**config.mk**
```make
export PLATFORM = sky130hd
export DESIGN_NAME = execStage3_flat
export DESIGN_NICKNAME = d
export VERILOG_FILES = /design/src/logic/laneExecPkg.sv /design/src/logic/stageBus.sv /design/src/logic/execStage3.sv /design/src/flat_wrapper.sv
export VERILOG_INCLUDE_DIRS = /design/src /design/src/include
export SDC_FILE = /design/constraint.sdc
export NUM_CORES = 1
export LEC_CHECK = 0
export ABC_AREA = 1
export BUFFER_PORTS_ARGS = -buffer_cell sky130_fd_sc_hd__buf_2
export CAP_MARGIN = 20
export CORE_AREA = 3 3 204 206
export CTS_CLUSTER_DIAMETER = 200
export DETAILED_ROUTE_END_ITERATION = 8
export DIE_AREA = 0 0 207 209
export PLACE_DENSITY_LB_ADDON = 0.2
export SLEW_MARGIN = 15
export SYNTH_ARGS = -nofsm -noshare
export SYNTH_HDL_FRONTEND = slang
export SYNTH_SLANG_ARGS = --single-unit
```
**constraint.sdc**
```tcl
create_clock -name clock -period 2.8 [get_ports clock]
set_input_delay 0 -clock clock [delete_from_list [all_inputs] [get_ports clock]]
set_output_delay 0 -clock clock [all_outputs]
set_load 0.01 [all_outputs]
```
**src/include/laneExec_config.svh**
```systemverilog
/*
 Lane execute configuration
 Datapath widths and the memory hold limit
*/
`ifndef LANE_EXEC_CONFIG_SVH
`define LANE_EXEC_CONFIG_SVH

// Operand and result width
`define DATA_WIDTH 64

// Memory address width
`define ADDR_WIDTH 48

// Register identifier width
`define REG_ID_WIDTH 6

// Longest memory hold in cycles before it counts as a fault
`define MEM_HOLD_LIMIT 15

`endif
```
**src/logic/laneExecPkg.sv**
```systemverilog
/*
 Lane execute types
 Microcode commands, memory return status and register ids
*/
`include "laneExec_config.svh"

package laneExecPkg;

	// Microcode command for lane 1
	typedef enum logic [3:0] {
		cmdNop    = 4'h0,
		cmdAdd    = 4'h1,
		cmdSub    = 4'h2,
		cmdAnd    = 4'h3,
		cmdOr     = 4'h4,
		cmdXor    = 4'h5,
		cmdShl    = 4'h6,
		cmdMovImm = 4'h7,
		cmdLea    = 4'h8,
		cmdLoad   = 4'h9,
		cmdStore  = 4'hA,
		cmdMul    = 4'hB
	} uCmd;

	// Status on the memory data return
	typedef enum logic [1:0] {
		memIdle  = 2'b00,
		memReady = 2'b01,
		memBusy  = 2'b10,
		memFault = 2'b11
	} memStatus;

	typedef logic [`REG_ID_WIDTH-1:0] regId;

	// Discard register, never written back
	localparam regId regZero = '0;

	// Commands that talk to memory
	function automatic logic isMemCmd(uCmd cmd);
		return (cmd == cmdLoad) || (cmd == cmdStore);
	endfunction

endpackage

```
**src/logic/stageBus.sv**
```systemverilog
/*
 Stage bus
 One operation passed from an execute stage register to the next stage
*/
`timescale 1ns/100ps
`include "laneExec_config.svh"

interface stageBus;
	import laneExecPkg::*;

	logic valid;                         // Operation present
	uCmd cmd;
	regId idRn;                          // Destination so far
	logic [`DATA_WIDTH-1:0] valRn;       // Value so far
	regId idRm;                          // Load / multiply destination
	logic [`ADDR_WIDTH-1:0] addr;
	logic [`DATA_WIDTH-1:0] storeData;
	logic [`DATA_WIDTH-1:0] mulA;        // Multiply operands, EX1 to EX2
	logic [`DATA_WIDTH-1:0] mulB;
	logic [`DATA_WIDTH-1:0] mulRes;      // Product, EX2 to EX3

	// Earlier stage register drives
	modport source (
		output valid, cmd, idRn, valRn, idRm, addr, storeData,
		output mulA, mulB, mulRes
	);

	// Later stage reads
	modport sink (
		input valid, cmd, idRn, valRn, idRm, addr, storeData,
		input mulA, mulB, mulRes
	);

endinterface

```
**src/logic/execStage3.sv**
```systemverilog
/*
 EX3 stage
 Final result select, flush squash, memory hold and hold timeout
*/
`timescale 1ns/100ps
`include "laneExec_config.svh"

module execStage3 (
	input logic clock,
	input logic reset,
	input logic flush,
	input laneExecPkg::memStatus memStatus,
	input logic [`DATA_WIDTH-1:0] memDataIn,
	stageBus.sink fromEx2,
	output logic hold,
	output logic resValid,
	output laneExecPkg::regId resId,
	output logic [`DATA_WIDTH-1:0] resValue,
	output logic memFault
);
	import laneExecPkg::*;

	localparam int HOLD_CNT_WIDTH = $clog2(`MEM_HOLD_LIMIT + 1);

	logic memOp;
	logic memWaiting;
	logic holdTimeout;
	logic opFailed;
	logic [HOLD_CNT_WIDTH-1:0] holdCycles;   // Cycles held so far

	assign memOp = fromEx2.valid && isMemCmd(fromEx2.cmd);
	assign memWaiting = memOp && (memStatus == memBusy);

	// Limit reached and memory still busy
	assign holdTimeout = (holdCycles == HOLD_CNT_WIDTH'(`MEM_HOLD_LIMIT));

	// Flush always releases the lane
	assign hold = memWaiting && !holdTimeout && !flush;

	// Port shadows the enum member, hence the package prefix
	assign opFailed = memOp && ((memStatus == laneExecPkg::memFault) ||
		(memWaiting && holdTimeout));
	assign memFault = opFailed && !flush;   // Single cycle, op completes

	always_comb begin
		resId = fromEx2.idRn;     // Forward EX1 result by default
		resValue = fromEx2.valRn;
		case (fromEx2.cmd)
			cmdLoad: begin
				resId = fromEx2.idRm;
				resValue = memDataIn;
			end
			cmdMul: begin
				resId = fromEx2.idRm;
				resValue = fromEx2.mulRes;
			end
			cmdStore: resId = regZero;   // Nothing to write back
			default: begin
			end
		endcase

		// Squashed or failed ops go to the discard register
		if (opFailed || flush) begin
			resId = regZero;
		end
		resValid = fromEx2.valid && (resId != regZero);
	end

	// Saturating hold counter
	always_ff @(posedge clock) begin
		if (reset) begin
			holdCycles <= '0;
		end else if (!hold) begin
			holdCycles <= '0;
		end else if (!holdTimeout) begin
			holdCycles <= holdCycles + 1'b1;
		end
	end

	// Hold only for a memory op, which then stays parked in EX3
	holdParksMemOp: assert property (@(posedge clock) disable iff (reset)
		hold |-> memOp ##1 (memOp && $stable(fromEx2.cmd) && $stable(fromEx2.idRm)));

	// Unhandled commands
	cmdKnown: assert property (@(posedge clock) disable iff (reset)
		fromEx2.valid |-> fromEx2.cmd inside {cmdNop, cmdAdd, cmdSub, cmdAnd,
			cmdOr, cmdXor, cmdShl, cmdMovImm, cmdLea, cmdLoad, cmdStore, cmdMul});

endmodule

```
**src/flat_wrapper.sv**
```systemverilog
// flat-port wrapper written by rule: the top's interface ports become plain ports
module execStage3_flat import laneExecPkg::*;
  (clock, reset, flush, memStatus, memDataIn, hold, resValid, resId, resValue, memFault, fromEx2_valid, fromEx2_cmd, fromEx2_idRn, fromEx2_valRn, fromEx2_idRm, fromEx2_addr, fromEx2_storeData, fromEx2_mulA, fromEx2_mulB, fromEx2_mulRes);
  stageBus fromEx2_i ();
  input logic clock;
  input logic reset;
  input logic flush;
  input laneExecPkg::memStatus memStatus;
  input logic [`DATA_WIDTH-1:0] memDataIn;
  output logic hold;
  output logic resValid;
  output laneExecPkg::regId resId;
  output logic [`DATA_WIDTH-1:0] resValue;
  output logic memFault;
  input wire logic [$bits(fromEx2_i.valid)-1:0] fromEx2_valid;
  input wire logic [$bits(fromEx2_i.cmd)-1:0] fromEx2_cmd;
  input wire logic [$bits(fromEx2_i.idRn)-1:0] fromEx2_idRn;
  input wire logic [$bits(fromEx2_i.valRn)-1:0] fromEx2_valRn;
  input wire logic [$bits(fromEx2_i.idRm)-1:0] fromEx2_idRm;
  input wire logic [$bits(fromEx2_i.addr)-1:0] fromEx2_addr;
  input wire logic [$bits(fromEx2_i.storeData)-1:0] fromEx2_storeData;
  input wire logic [$bits(fromEx2_i.mulA)-1:0] fromEx2_mulA;
  input wire logic [$bits(fromEx2_i.mulB)-1:0] fromEx2_mulB;
  input wire logic [$bits(fromEx2_i.mulRes)-1:0] fromEx2_mulRes;
  assign fromEx2_i.valid = fromEx2_valid;
  assign fromEx2_i.cmd = fromEx2_cmd;
  assign fromEx2_i.idRn = fromEx2_idRn;
  assign fromEx2_i.valRn = fromEx2_valRn;
  assign fromEx2_i.idRm = fromEx2_idRm;
  assign fromEx2_i.addr = fromEx2_addr;
  assign fromEx2_i.storeData = fromEx2_storeData;
  assign fromEx2_i.mulA = fromEx2_mulA;
  assign fromEx2_i.mulB = fromEx2_mulB;
  assign fromEx2_i.mulRes = fromEx2_mulRes;
  execStage3 u_core (.clock(clock), .reset(reset), .flush(flush), .memStatus(memStatus), .memDataIn(memDataIn), .fromEx2(fromEx2_i), .hold(hold), .resValid(resValid), .resId(resId), .resValue(resValue), .memFault(memFault));
endmodule
```
# Yosys cells after proc, flatten, opt, wreduce, memory -nomap -nowiden
# Cells that the tools add are included.
# word_totals
in_bits,454
wordCells,28
register_bits,4
# classes
bitwise_logic,1
n_reduce_logical,16
add_sub_neg,1
n_eq_ne,6
mux,3
# ops
cell,n
case mux 64 bit (2 select lines),1
== test 4 bit (second input constant),4
case mux 6 bit (2 select lines),1
logical AND 1 bit,8
two-way mux 6 bit,1
nonzero test 6 bit,1
adder 4 x 1 -> 4 bit (second input constant),1
== test 2 bit (second input constant),2
OR reduction 2 bit,2
logical OR 1 bit,3
logical NOT 1 bit,2
NOT 1 bit,1

# Depth between registers and ports, before layout
# Gate-level depths: netlist of the first run.
# logic_depth
depth_word,11
depth_mapped,10

# Worst setup path before layout of the first run
# Ideal clock, no wire load.
# synth_path
kind,register to output
from,register u_core.holdCycles[0]
to,output resValid
n_path_buf,0
path_slack_ns,1.495
stages_incl_launch_ff,9
t_arrival_ns,1.305
path_cell_list,dfxtp_1 ha_1 nand3_2 a21oi_2 nand3_2 nand3_1 nand2_1 nor2_1 a21oi_1
# synth_via
elab_chain_len,8
# synth_lines
item,line,text
"start, declared",execStage3.sv:29,logic [HOLD_CNT_WIDTH-1:0] holdCycles;
"start signal, assigned",execStage3.sv:76,holdCycles <= holdCycles + 1'b1;
== test 4 bit,execStage3.sv:35,assign holdTimeout = (holdCycles == HOLD_CNT_WIDTH'(`MEM_HOLD_LIMIT));
logical AND 1 bit,execStage3.sv:42,(memWaiting && holdTimeout));
logical OR 1 bit,execStage3.sv:41,assign opFailed = memOp && ((memStatus == laneExecPkg::memFault) ||
logical AND 1 bit,execStage3.sv:41,
logical OR 1 bit,execStage3.sv:63,if (opFailed || flush) begin
two-way mux 6 bit,execStage3.sv:63,
nonzero test 6 bit,execStage3.sv:66,resValid = fromEx2.valid && (resId != regZero);
logical AND 1 bit,execStage3.sv:66,
"end, declared",flat_wrapper.sv:11,output logic resValid;
# No other way between the ends.

# Final worst setup path of the first run
# Ends and elaborated chain as after synthesis.

==> results.py, run 1 <==
metrics = {
    "run_status": {
        "status": "finished clean",
    },
    "timing": {
        "tightest_slew_ns": 0.825,
        "hold_viol": 0,
        "fin_crit_sh": 0.652,
        "skew_ns": 0.00329,
        "setup_viol": 0,
        "slew-limit-headroom": 0.450,
        "layout_min_cycle_time_ns": 1.83,
        "fmax_mhz": 548,
        "setup_tns_ns": 0,
        "drv_slew": 0,
        "rsz0062_at_grt": "no",
    },
    "synthesis": {
        "ys_ff_latch": 4,
        "synth_area_um2": 1700,
        "synth-edff-count": 0,
        "async_flop_share": 0,
        "yosysSeqAreaShare": 0.0471,
        "syn_nets": 753,
        "synthFlopType": "dfxtp_1",
        "yosysTopAreaCell": "a2bb2oi_1",
        "synth_top_area_frac": 0.325,
        "synthTopCellsByArea": "a2bb2oi_1 32%, nand2_1 20%, a21oi_1 20%",
        "postSynthAreaPerCell_um2": 5.71,
        "yosysWarnings": 0,
        "syn_inst": 298,
        "synth_cell_type_count": 24,
    },
    "floorplan": {
        "initial_core_util": 0.0427,
        "io_pins": 527,
        "core_um2": 39800,
        "die_x_um": 207,
        "dieArea_um2": 43300,
        "die_height_um": 209,
        "rows": 73,
    },
    "critical_path": {
        "critPathSlowestCell": "dfxtp_1",
        "cp_common_cell": "nand3_2",
        "crit_path_start": "u_core.holdCycles[0]$_SDFFE_PP0N_",
        "required_ns": 2.80,
        "path_delay_family": "simple AND/OR/NAND/NOR gates",
        "critPathLaunchType": "flop",
        "ff2ff_path_depth": 6,
        "crit_buf_inv": 1,
        "timing.rr.start": "u_core.holdCycles[0]$_SDFFE_PP0N_",
        "crit_arrival_ns": 1.83,
        "path_max_fanout": 6,
        "setup.reg_to_reg.worst_slack_ns": 1.43,
        "cp-end-kind": "output port",
        "crit_path_max_incr_delay_ns": 0.36,
        "rr_endpoint": "u_core.holdCycles[3]$_SDFFE_PP0N_",
        "critical_path_class": "flop to output port",
        "path_cells": "ha_1 > nand3_2 > a21oi_2 > nand3_2 > nand3_1 > nand2_1 > nor2_1 > a21oi_1 > buf_2",
    },
    "pwr": {
        "power_density_nw_per_um2": 210,
        "power.leakage_nw": 1.89,
        "vdd_drop_max_mv": 0.312,
    },
    "clocking": {
        "numCtsBuffers": 3,
        "hold_buffers": 0,
        "clkSinkCount": 4,
        "cts_setup_buffers": 0,
        "cts_tree": "built",
        "cts-root-buf": "clkbuf_16",
        "htree_levels": 1,
        "insertion_delay_ns": 0.22,
        "cts_buffer_depth": 2,
        "clkTransAtPathRegs_ns": 0.03,
        "cts_resized": 0,
    },
    "routing": {
        "finalWirelength_mm": 16.8,
        "vias_per_cell": 3.01,
        "ant_nets": 0,
        "route.detailed.drc": 0,
        "drt-wirelength-per-cell_um": 15.4,
        "drtIter0Drc": 125,
        "detail_route.first_pass.iterations": 4,
        "num_vias": 3291,
    },
    "worst_hold_path": {
        "min_path_cells": 4,
        "hp-start": "reset",
        "hold_end": "u_core.holdCycles[0]$_SDFFE_PP0N_",
        "min_path_type": "primary input to flop",
    },
    "place": {
        "place_congestion": 0.765,
        "io_buffers": 286,
        "place_inst": 1089,
        "dpl.hpwl_mm": 14.3,
    },
    "global_routing": {
        "grt_pass1_vias": 3343,
        "grt_start_max_net_pins": 65,
        "overflow": 0,
        "antenna_found_initial": 2,
        "grt_pass1_wl_mm": 23.5,
        "grt_usage": 0.0723,
    },
    "cells_and_area": {
        "multiInputGateArea_um2": 1420,
        "antenna_cells": 0,
        "area_delta_synth_final_pct": 123,
        "drive_above_1_share": 0.541,
        "largest_register_ffs": 4,
        "top_regs": "u_core.holdCycles x4",
        "nets": 1024,
        "instances_no_fill": 1092,
        "seq_area_um2": 80.1,
        "n_fill_cell": 4794,
        "top_register": "u_core.holdCycles",
    },
    "flow_run": {
        "maxCapViolCount": 0,
    },
}
==> cell usage in the layout, fill, tap and decap left out, drive strengths merged, types with 2 or more instances in the layout <==
| master | count |
|---|---|
| a21oi | 69 |
| nand3 | 10 |
| o21ai | 2 |
| a31oi | 2 |
| inv | 15 |
| nand2 | 92 |
| nand4 | 2 |
| a2bb2oi | 63 |
| clkbuf | 3 |
| dfxtp | 4 |
| nor2 | 7 |
| buf | 294 |
==> kinds of logic (layout without fill, tap and decap cells) <==
family                   after synthesis  after routing  share of synthesized area
buffers and inverters                 43            312                      0.124
adder cells (fa/ha/maj)                1              1                    0.00736
AND/OR/NAND/NOR                      112            112                      0.268
flip-flops                             4              4                     0.0471
AO/OA/AOI/OAI                        136            136                      0.543
XOR/XNOR                               2              2                     0.0103
==> worst max path at each step <==
stage          slack (ns)  depth (start not counted)           end
4_1_cts              0.95                          9      resValid
2_1_floorplan        1.50                          8      resValid
3_5_place_dp         0.98                          5  resValue[53]
5_1_grt              0.77                          9      resValid
3_3_place_gp         0.96                          5  resValue[53]
6_report             0.97                          9      resValid
==> stage by stage <==
stage	hold WS, ns	power [W]	worst slack, ns	instance area [um2]	util
global route	0.194	0.000865	0.774	3790	0.0952
CTS	0.135	0.000823	0.948	3790	0.0952
detailed placement	0.283	0.000595	0.985	3720	0.0933
global placement	0.297	0.000599	0.963	3720	0.0933
floorplan	0.0475	0.000278	1.50	1700	-
finish	0.130	0.000797	0.975	3790	0.0952
==> tightest hold or removal path: stages <==
cell	delay (ns)
buf_2	0.08
inv_1	0.03
nand2_1	0.15
nor2_1	0.05
==> cell type report <==
cell class | count | share of cell area
repair buffers | 294 | 0.397
multi-input cells | 251 | 0.374
well taps | 525 | 0.173
flip-flops and latches | 4 | 0.0211
clock buffers | 3 | 0.0198
inverters | 15 | 0.0149
==> cells in the mapped netlist (2+ instances only) <==
master / number
a31oi_1: 2
nor2_1: 5
clkbuf_1: 3
buf_1: 2
dfxtp_1: 4
nand2_1: 92
nand3_2: 2
a21oi_1: 68
nand3_1: 8
a2bb2oi_1: 63
nor2_2: 2
buf_2: 16
inv_2: 2
buf_4: 6
nand4_1: 2
inv_1: 13
==> report_power, final <==
group / leakage [nW] / internal [W] / switching, W
registers: 0.0322 / 0.0000575 / 0.0000000484
logic: 1.82 / 0.000244 / 0.000274
clock network: 0.0370 / 0.000182 / 0.0000386
total: 1.89 / 0.000484 / 0.000313
==> per-layer routing <==
metal	up-vias	wire, um	share of wire	GRT usage
met2	206	8100	0.48	0.129
met5	-	13	0.00077	0
met1	1467	7380	0.44	0.0931
met3	4	1120	0.067	0.0152
met4	2	162	0.0097	0.00702
li1	1612	-	-	-
Power figures use the tool's default switching activity.
==> inputs of run 2 (changes only) <==
--- a/config.mk
+++ b/config.mk
@@ -9,10 +9,10 @@
 export ABC_AREA = 1
 export BUFFER_PORTS_ARGS = -buffer_cell sky130_fd_sc_hd__buf_2
 export CAP_MARGIN = 20
-export CORE_AREA = 3 3 204 206
+export CORE_AREA = 3 3 203 205
 export CTS_CLUSTER_DIAMETER = 200
 export DETAILED_ROUTE_END_ITERATION = 8
-export DIE_AREA = 0 0 207 209
+export DIE_AREA = 0 0 206 208
 export PLACE_DENSITY_LB_ADDON = 0.2
 export SLEW_MARGIN = 15
 export SYNTH_ARGS = -nofsm -noshare
==> constraint.sdc (replaced) <==
create_clock -name clock -period 1.9 [get_ports clock]
set_input_delay 0 -clock clock [delete_from_list [all_inputs] [get_ports clock]]
set_output_delay 0 -clock clock [all_outputs]
set_load 0.01 [all_outputs]
==> run 2 against run 1 <==
Against the previous run: sequential power is 47% higher; power is 51% higher; highest routed layer unchanged; clock power is 50% higher; cell area is 3.6% higher; count of clock-buffer cells in the layout stayed put; register-to-register slack worse by 0.77 ns; global-route usage hardly changed; via count is 1.6% lower; largest cell class unchanged; combinational power is 52% higher; utilization is 0.39 points higher.
==> results.py, run 2 (synthesis results as in run 1) <==
metrics = {
    "worst_hold_path": {
        "hp-start": "reset",
        "min_path_cells": 4,
        "min_path_type": "primary input to flop",
        "hold_end": "u_core.holdCycles[0]$_SDFFE_PP0N_",
    },
    "timing": {
        "setup_tns_ns": 0,
        "setup_viol": 0,
        "skew_ns": 0.000323,
        "tightest_slew_ns": 0.419,
        "layout_min_cycle_time_ns": 1.74,
        "hold_viol": 0,
        "fin_crit_sh": 0.917,
        "fin_ws_ns": 0.158,
        "fmax_mhz": 574,
        "rsz0062_at_grt": "no",
        "slew-limit-headroom": 0.719,
        "drv_slew": 0,
    },
    "cells_and_area": {
        "layout_common_cells": "286 x buf_2, 91 x nand2_1, 68 x a21oi_1, 63 x a2bb2oi_1",
        "area_delta_synth_final_pct": 131,
        "largest_register_ffs": 4,
        "multiInputGateArea_um2": 1440,
        "seq_area_um2": 81.3,
        "layout_commonest_cell": "buf_2",
        "top_regs": "u_core.holdCycles x4",
        "fin_util": 0.0991,
        "postLayoutCellArea_um2": 3930,
        "n_fill_cell": 4731,
        "top_register": "u_core.holdCycles",
        "drive_above_1_share": 0.552,
        "nets": 1033,
    },
    "clocking": {
        "htree_levels": 1,
        "cts_setup_buffers": 0,
        "cts_tree": "built",
        "numCtsBuffers": 3,
        "clkSinkCount": 4,
        "insertion_delay_ns": 0.22,
        "cts_buffer_depth": 2,
        "cts-root-buf": "clkbuf_16",
        "clkTransAtPathRegs_ns": 0.03,
        "hold_buffers": 0,
    },
    "critical_path": {
        "path_cells": "ha_4 > nand3_4 > a21oi_2 > nand3_2 > nand3_1 > nand2_1 > nor2_1 > a21oi_1 > buf_2",
        "setup.reg_to_reg.worst_slack_ns": 0.66,
        "cp-end-kind": "output port",
        "critical_path_class": "flop to output port",
        "ff2ff_path_depth": 6,
        "crit_path_max_incr_delay_ns": 0.38,
        "critPathSlowestCell": "dfxtp_1",
        "required_ns": 1.90,
        "timing.rr.start": "u_core.holdCycles[1]$_SDFFE_PP0N_",
        "rr_endpoint": "u_core.holdCycles[3]$_SDFFE_PP0N_",
        "crit_arrival_ns": 1.74,
        "critPathLaunchType": "flop",
        "path_max_fanout": 6,
    },
    "place": {
        "io_buffers": 286,
        "place_area_um2": 3830,
        "place_ws_ns": 0.305,
        "place_congestion": 0.705,
        "dpl.hpwl_mm": 14.7,
    },
    "global_routing": {
        "grt_usage": 0.0723,
        "grt_start_max_net_pins": 42,
        "antenna_found_initial": 4,
        "grt_pass1_wl_mm": 22.5,
        "grtUsageMet2": 0.136,
        "overflow": 0,
        "grt_util_met1": 0.0887,
        "use_met3": 0.0127,
        "globalRoute.busiestLayer": "met2",
        "grt_pass1_vias": 3339,
    },
    "pwr": {
        "power_density_nw_per_um2": 307,
        "vdd_drop_max_mv": 0.374,
        "power.leakage_nw": 1.95,
    },
    "floorplan": {
        "rows": 73,
        "dieArea_um2": 42800,
        "die_x_um": 206,
        "core_um2": 39600,
        "io_pins": 527,
        "initial_core_util": 0.0429,
        "die_height_um": 208,
    },
    "run_status": {
        "status": "finished clean",
    },
    "routing": {
        "finalWirelength_mm": 16.9,
        "drt-wirelength-per-cell_um": 15.3,
        "vias_per_cell": 2.94,
        "route.detailed.drc": 0,
        "drtIter0Drc": 153,
        "ant_nets": 0,
        "detail_route.first_pass.iterations": 4,
        "num_vias": 3238,
    },
    "flow_run": {
        "maxCapViolCount": 0,
    },
}
==> run 2: area by class of cell <==
class,count,share of cell area
flip-flops and latches,4,0.0207
well taps,525,0.167
repair buffers,303,0.410
multi-input cells,251,0.368
diodes,2,0.00127
clock buffers,3,0.0191
inverters,15,0.0143
==> run 2: critical path: cells and delay by family, from the launching register on <==
| kind | cells | cell delay [ns] |
|---|---|---|
| AOI/OAI and AO/OA | 2 | 0.27 |
| DFF | 1 | 0.38 |
| buffers and inverters | 1 | 0.14 |
| and+or+nand+nor | 5 | 0.55 |
| adders and majority gates | 1 | 0.19 |
==> run 2: power by group <==
| part | internal, W | switching [W] |
|---|---|---|
| Combinational | 0.000377 | 0.000412 |
| Sequential | 0.0000847 | 0.000000116 |
| Clock | 0.000269 | 0.0000617 |
| Total | 0.000731 | 0.000474 |
==> run 2: metal layers <==
metal | wire, um | vias to the layer above
met1 | 7110 | 1393
met4 | 59 | 6
li1 | - | 1632
met3 | 1510 | 10
met5 | 34 | -
met2 | 8200 | 197
==> run 2: how the worst max path moves through the flow <==
| stage | cells past startpoint | end | startpoint | slack (ns) |
|---|---|---|---|---|
| after detailed placement | 9 | resValid | u_core.holdCycles[0]$_SDFFE_PP0N_ | 0.31 |
| after CTS | 9 | resValid | u_core.holdCycles[0]$_SDFFE_PP0N_ | 0.05 |
| after global routing | 9 | resValid | u_core.holdCycles[1]$_SDFFE_PP0N_ | 0.01 |
| final | 9 | resValid | u_core.holdCycles[1]$_SDFFE_PP0N_ | 0.16 |
| after floorplan | 8 | resValid | u_core.holdCycles[0]$_SDFFE_PP0N_ | 0.60 |
| after global placement | 9 | resValid | u_core.holdCycles[0]$_SDFFE_PP0N_ | 0.28 |
==> run 2: through the flow <==
| stage | std cells | total power, W | hold slack [ns] |
|---|---|---|---|
| 2_1_floorplan | 298 | 0.000409 | 0.0475 |
| 3_3_place_gp | 1098 | 0.000912 | 0.288 |
| 3_5_place_dp | 1098 | 0.000905 | 0.278 |
| 4_1_cts | 1101 | 0.00125 | 0.0969 |
| 5_1_grt | 1101 | 0.00131 | 0.136 |
| 6_report | 1103 | 0.00120 | 0.0864 |
==> run 2: what timing repair did <==
action / CTS / global route
setup endpoints to repair: 0 / 1
endpoints found under the hold margin: 0 / 0
gates resized for setup: 0 / 4
==> inputs of run 3 (changes only) <==
--- a/config.mk
+++ b/config.mk
@@ -9,11 +9,11 @@
 export ABC_AREA = 1
 export BUFFER_PORTS_ARGS = -buffer_cell sky130_fd_sc_hd__buf_2
 export CAP_MARGIN = 20
-export CORE_AREA = 3 3 203 205
+export CORE_AREA = 2 2 208 210
 export CTS_CLUSTER_DIAMETER = 200
 export DETAILED_ROUTE_END_ITERATION = 8
-export DIE_AREA = 0 0 206 208
-export PLACE_DENSITY_LB_ADDON = 0.2
+export DIE_AREA = 0 0 210 212
+export PLACE_DENSITY = 0.31
 export SLEW_MARGIN = 15
 export SYNTH_ARGS = -nofsm -noshare
 export SYNTH_HDL_FRONTEND = slang
==> constraint.sdc (replaced) <==
create_clock -name clock -period 1.9 [get_ports clock]
set_input_delay 0 -clock clock [delete_from_list [all_inputs] [get_ports clock]]
set_output_delay 0 -clock clock [all_outputs]
set_load 0.1 [all_outputs]
==> run 3 against run 2 <==
Against the previous run: largest power group unchanged; combinational power increased to 2.7 times the previous value; utilization increased by 2.7 points; global-route usage shrank 0.62 points; register-to-register slack lost 0.13 ns; count of clock-buffer cells in the layout unchanged; die area rose by 3.9%; flip-flop and latch count stayed put.
==> results.py, run 3 (synthesis results as in run 1) <==
metrics = {
    "routing": {
        "route.detailed.drc": 0,
        "vias_per_cell": 2.95,
        "ant_nets": 0,
        "detail_route.first_pass.iterations": 4,
        "finalWirelength_mm": 15.7,
        "drtIter0Drc": 118,
        "num_vias": 3286,
        "drt-wirelength-per-cell_um": 14.1,
    },
    "critical_path": {
        "crit_path_start": "u_core.holdCycles[1]$_SDFFE_PP0N_",
        "critical_path_class": "flop to output port",
        "path_max_fanout": 5,
        "cp-end-kind": "output port",
        "required_ns": 1.90,
        "timing.rr.start": "u_core.holdCycles[0]$_SDFFE_PP0N_",
        "crit_arrival_ns": 1.75,
        "critPathLaunchType": "flop",
    },
    "clocking": {
        "cts_tree": "built",
        "numCtsBuffers": 3,
        "clkTransAtPathRegs_ns": 0.03,
        "insertion_delay_ns": 0.22,
        "htree_levels": 1,
        "clkSinkCount": 4,
        "cts-root-buf": "clkbuf_16",
        "cts_buffer_depth": 2,
    },
    "global_routing": {
        "antenna_found_initial": 2,
        "grt_pass1_vias": 3397,
        "grt_start_max_net_pins": 45,
        "grt_usage": 0.0661,
        "grt_pass1_wl_mm": 22.2,
        "overflow": 0,
    },
    "cells_and_area": {
        "layout_common_cells": "213 x buf_2, 91 x nand2_1, 76 x buf_12, 67 x a21oi_1, 63 x a2bb2oi_2",
        "n_fill_cell": 4932,
        "antenna_cells": 0,
        "top_regs": "u_core.holdCycles x4",
        "layout_commonest_cell": "buf_2",
        "multiInputGateArea_um2": 1840,
        "top_register": "u_core.holdCycles",
        "nets": 1026,
        "seq_area_um2": 82.6,
        "drive_above_1_share": 0.663,
        "area_delta_synth_final_pct": 216,
        "largest_register_ffs": 4,
    },
    "floorplan": {
        "initial_core_util": 0.0400,
        "io_pins": 527,
        "die_x_um": 210,
        "core_um2": 42500,
        "die_height_um": 212,
        "dieArea_um2": 44500,
        "rows": 76,
    },
    "place": {
        "place_congestion": 0.717,
        "io_buffers": 286,
        "dpl.hpwl_mm": 13.7,
    },
    "timing": {
        "fin_crit_sh": 0.921,
        "hold_ws_ns": 0.105,
        "setup_viol": 0,
        "layout_min_cycle_time_ns": 1.75,
        "fmax_mhz": 571,
        "drv_slew": 0,
        "rsz0062_at_grt": "no",
        "slew-limit-headroom": 0.574,
        "skew_ns": 0.000428,
        "hold_viol": 0,
        "tightest_slew_ns": 0.634,
    },
    "worst_hold_path": {
        "hp-start": "reset",
        "min_path_type": "primary input to flop",
    },
    "pwr": {
        "vdd_drop_max_mv": 0.406,
        "power_density_nw_per_um2": 470,
        "power.leakage_nw": 2.37,
        "power_w": 0.00253,
    },
    "flow_run": {
        "maxCapViolCount": 0,
    },
    "run_status": {
        "status": "finished clean",
    },
}
-- run 3: cell count changes in the layout (fill, tap and decap cells not counted), moves of 2 or more --
cell       change
buf_2         -73
buf_12        +72
a2bb2oi_1     -63
a2bb2oi_2     +63
buf_4          -6
diode_2        -2
-- run 3: layout make-up --
| type | instances | area share |
|---|---|---|
| Sequential cell | 4 | 0.0154 |
| Timing Repair Buffer | 296 | 0.491 |
| Tap cell | 546 | 0.127 |
| Inverter | 15 | 0.0109 |
| Multi-Input combinational cell | 251 | 0.342 |
| Clock buffer | 3 | 0.0140 |
-- run 3: worst paths after layout --
check / end / slack, ns / cells past startpoint
hold / removal: u_core.holdCycles[0]$_SDFFE_PP0N_ / 0.10 / 4
hold reg to reg: u_core.holdCycles[1]$_SDFFE_PP0N_ / 0.50 / 2
setup reg to reg: u_core.holdCycles[3]$_SDFFE_PP0N_ / 0.53 / 7
setup / recovery: resValid / 0.15 / 9
-- run 3: routing by layer --
layer / wire length, um / GRT usage
met5: 13 / 0
met4: 21 / 0.00440
met3: 1540 / 0.0202
met2: 7120 / 0.109
met1: 7040 / 0.0882
-- run 3: power breakdown --
part           switching, W  internal [W]  leakage, nW
Sequential      0.000000106     0.0000847       0.0332
Combinational       0.00133      0.000793         2.30
Clock             0.0000549      0.000268       0.0370
-- run 3: critical path, cell delays in order (launching register included) --
cell and delay, ns:
dfxtp_2 0.35, ha_4 0.16, nand3_2 0.10, a21oi_2 0.19
nand3_2 0.13, nand3_1 0.12, nand2_1 0.06, nor2_1 0.15
a21oi_2 0.09, buf_12 0.17
-- run 3: repair_timing --
item,4_1_cts,5_1_grt
resized for setup,0,4
buffers inserted,0,0
setup endpoints to repair,0,1
hold buffers,0,0
-- run 3: per-stage QoR --
stage | utilization | instances | worst slack [ns] | setup TNS, ns | instance area, um2
2_1_floorplan | - | 298 | -0.535 | -1.12 | 2110
3_3_place_gp | 0.124 | 1112 | 0.256 | 0 | 5290
3_5_place_dp | 0.124 | 1112 | 0.249 | 0 | 5290
4_1_cts | 0.126 | 1115 | 0.0173 | 0 | 5360
5_1_grt | 0.126 | 1115 | 0.0277 | 0 | 5380
6_report | 0.126 | 1115 | 0.150 | 0 | 5380
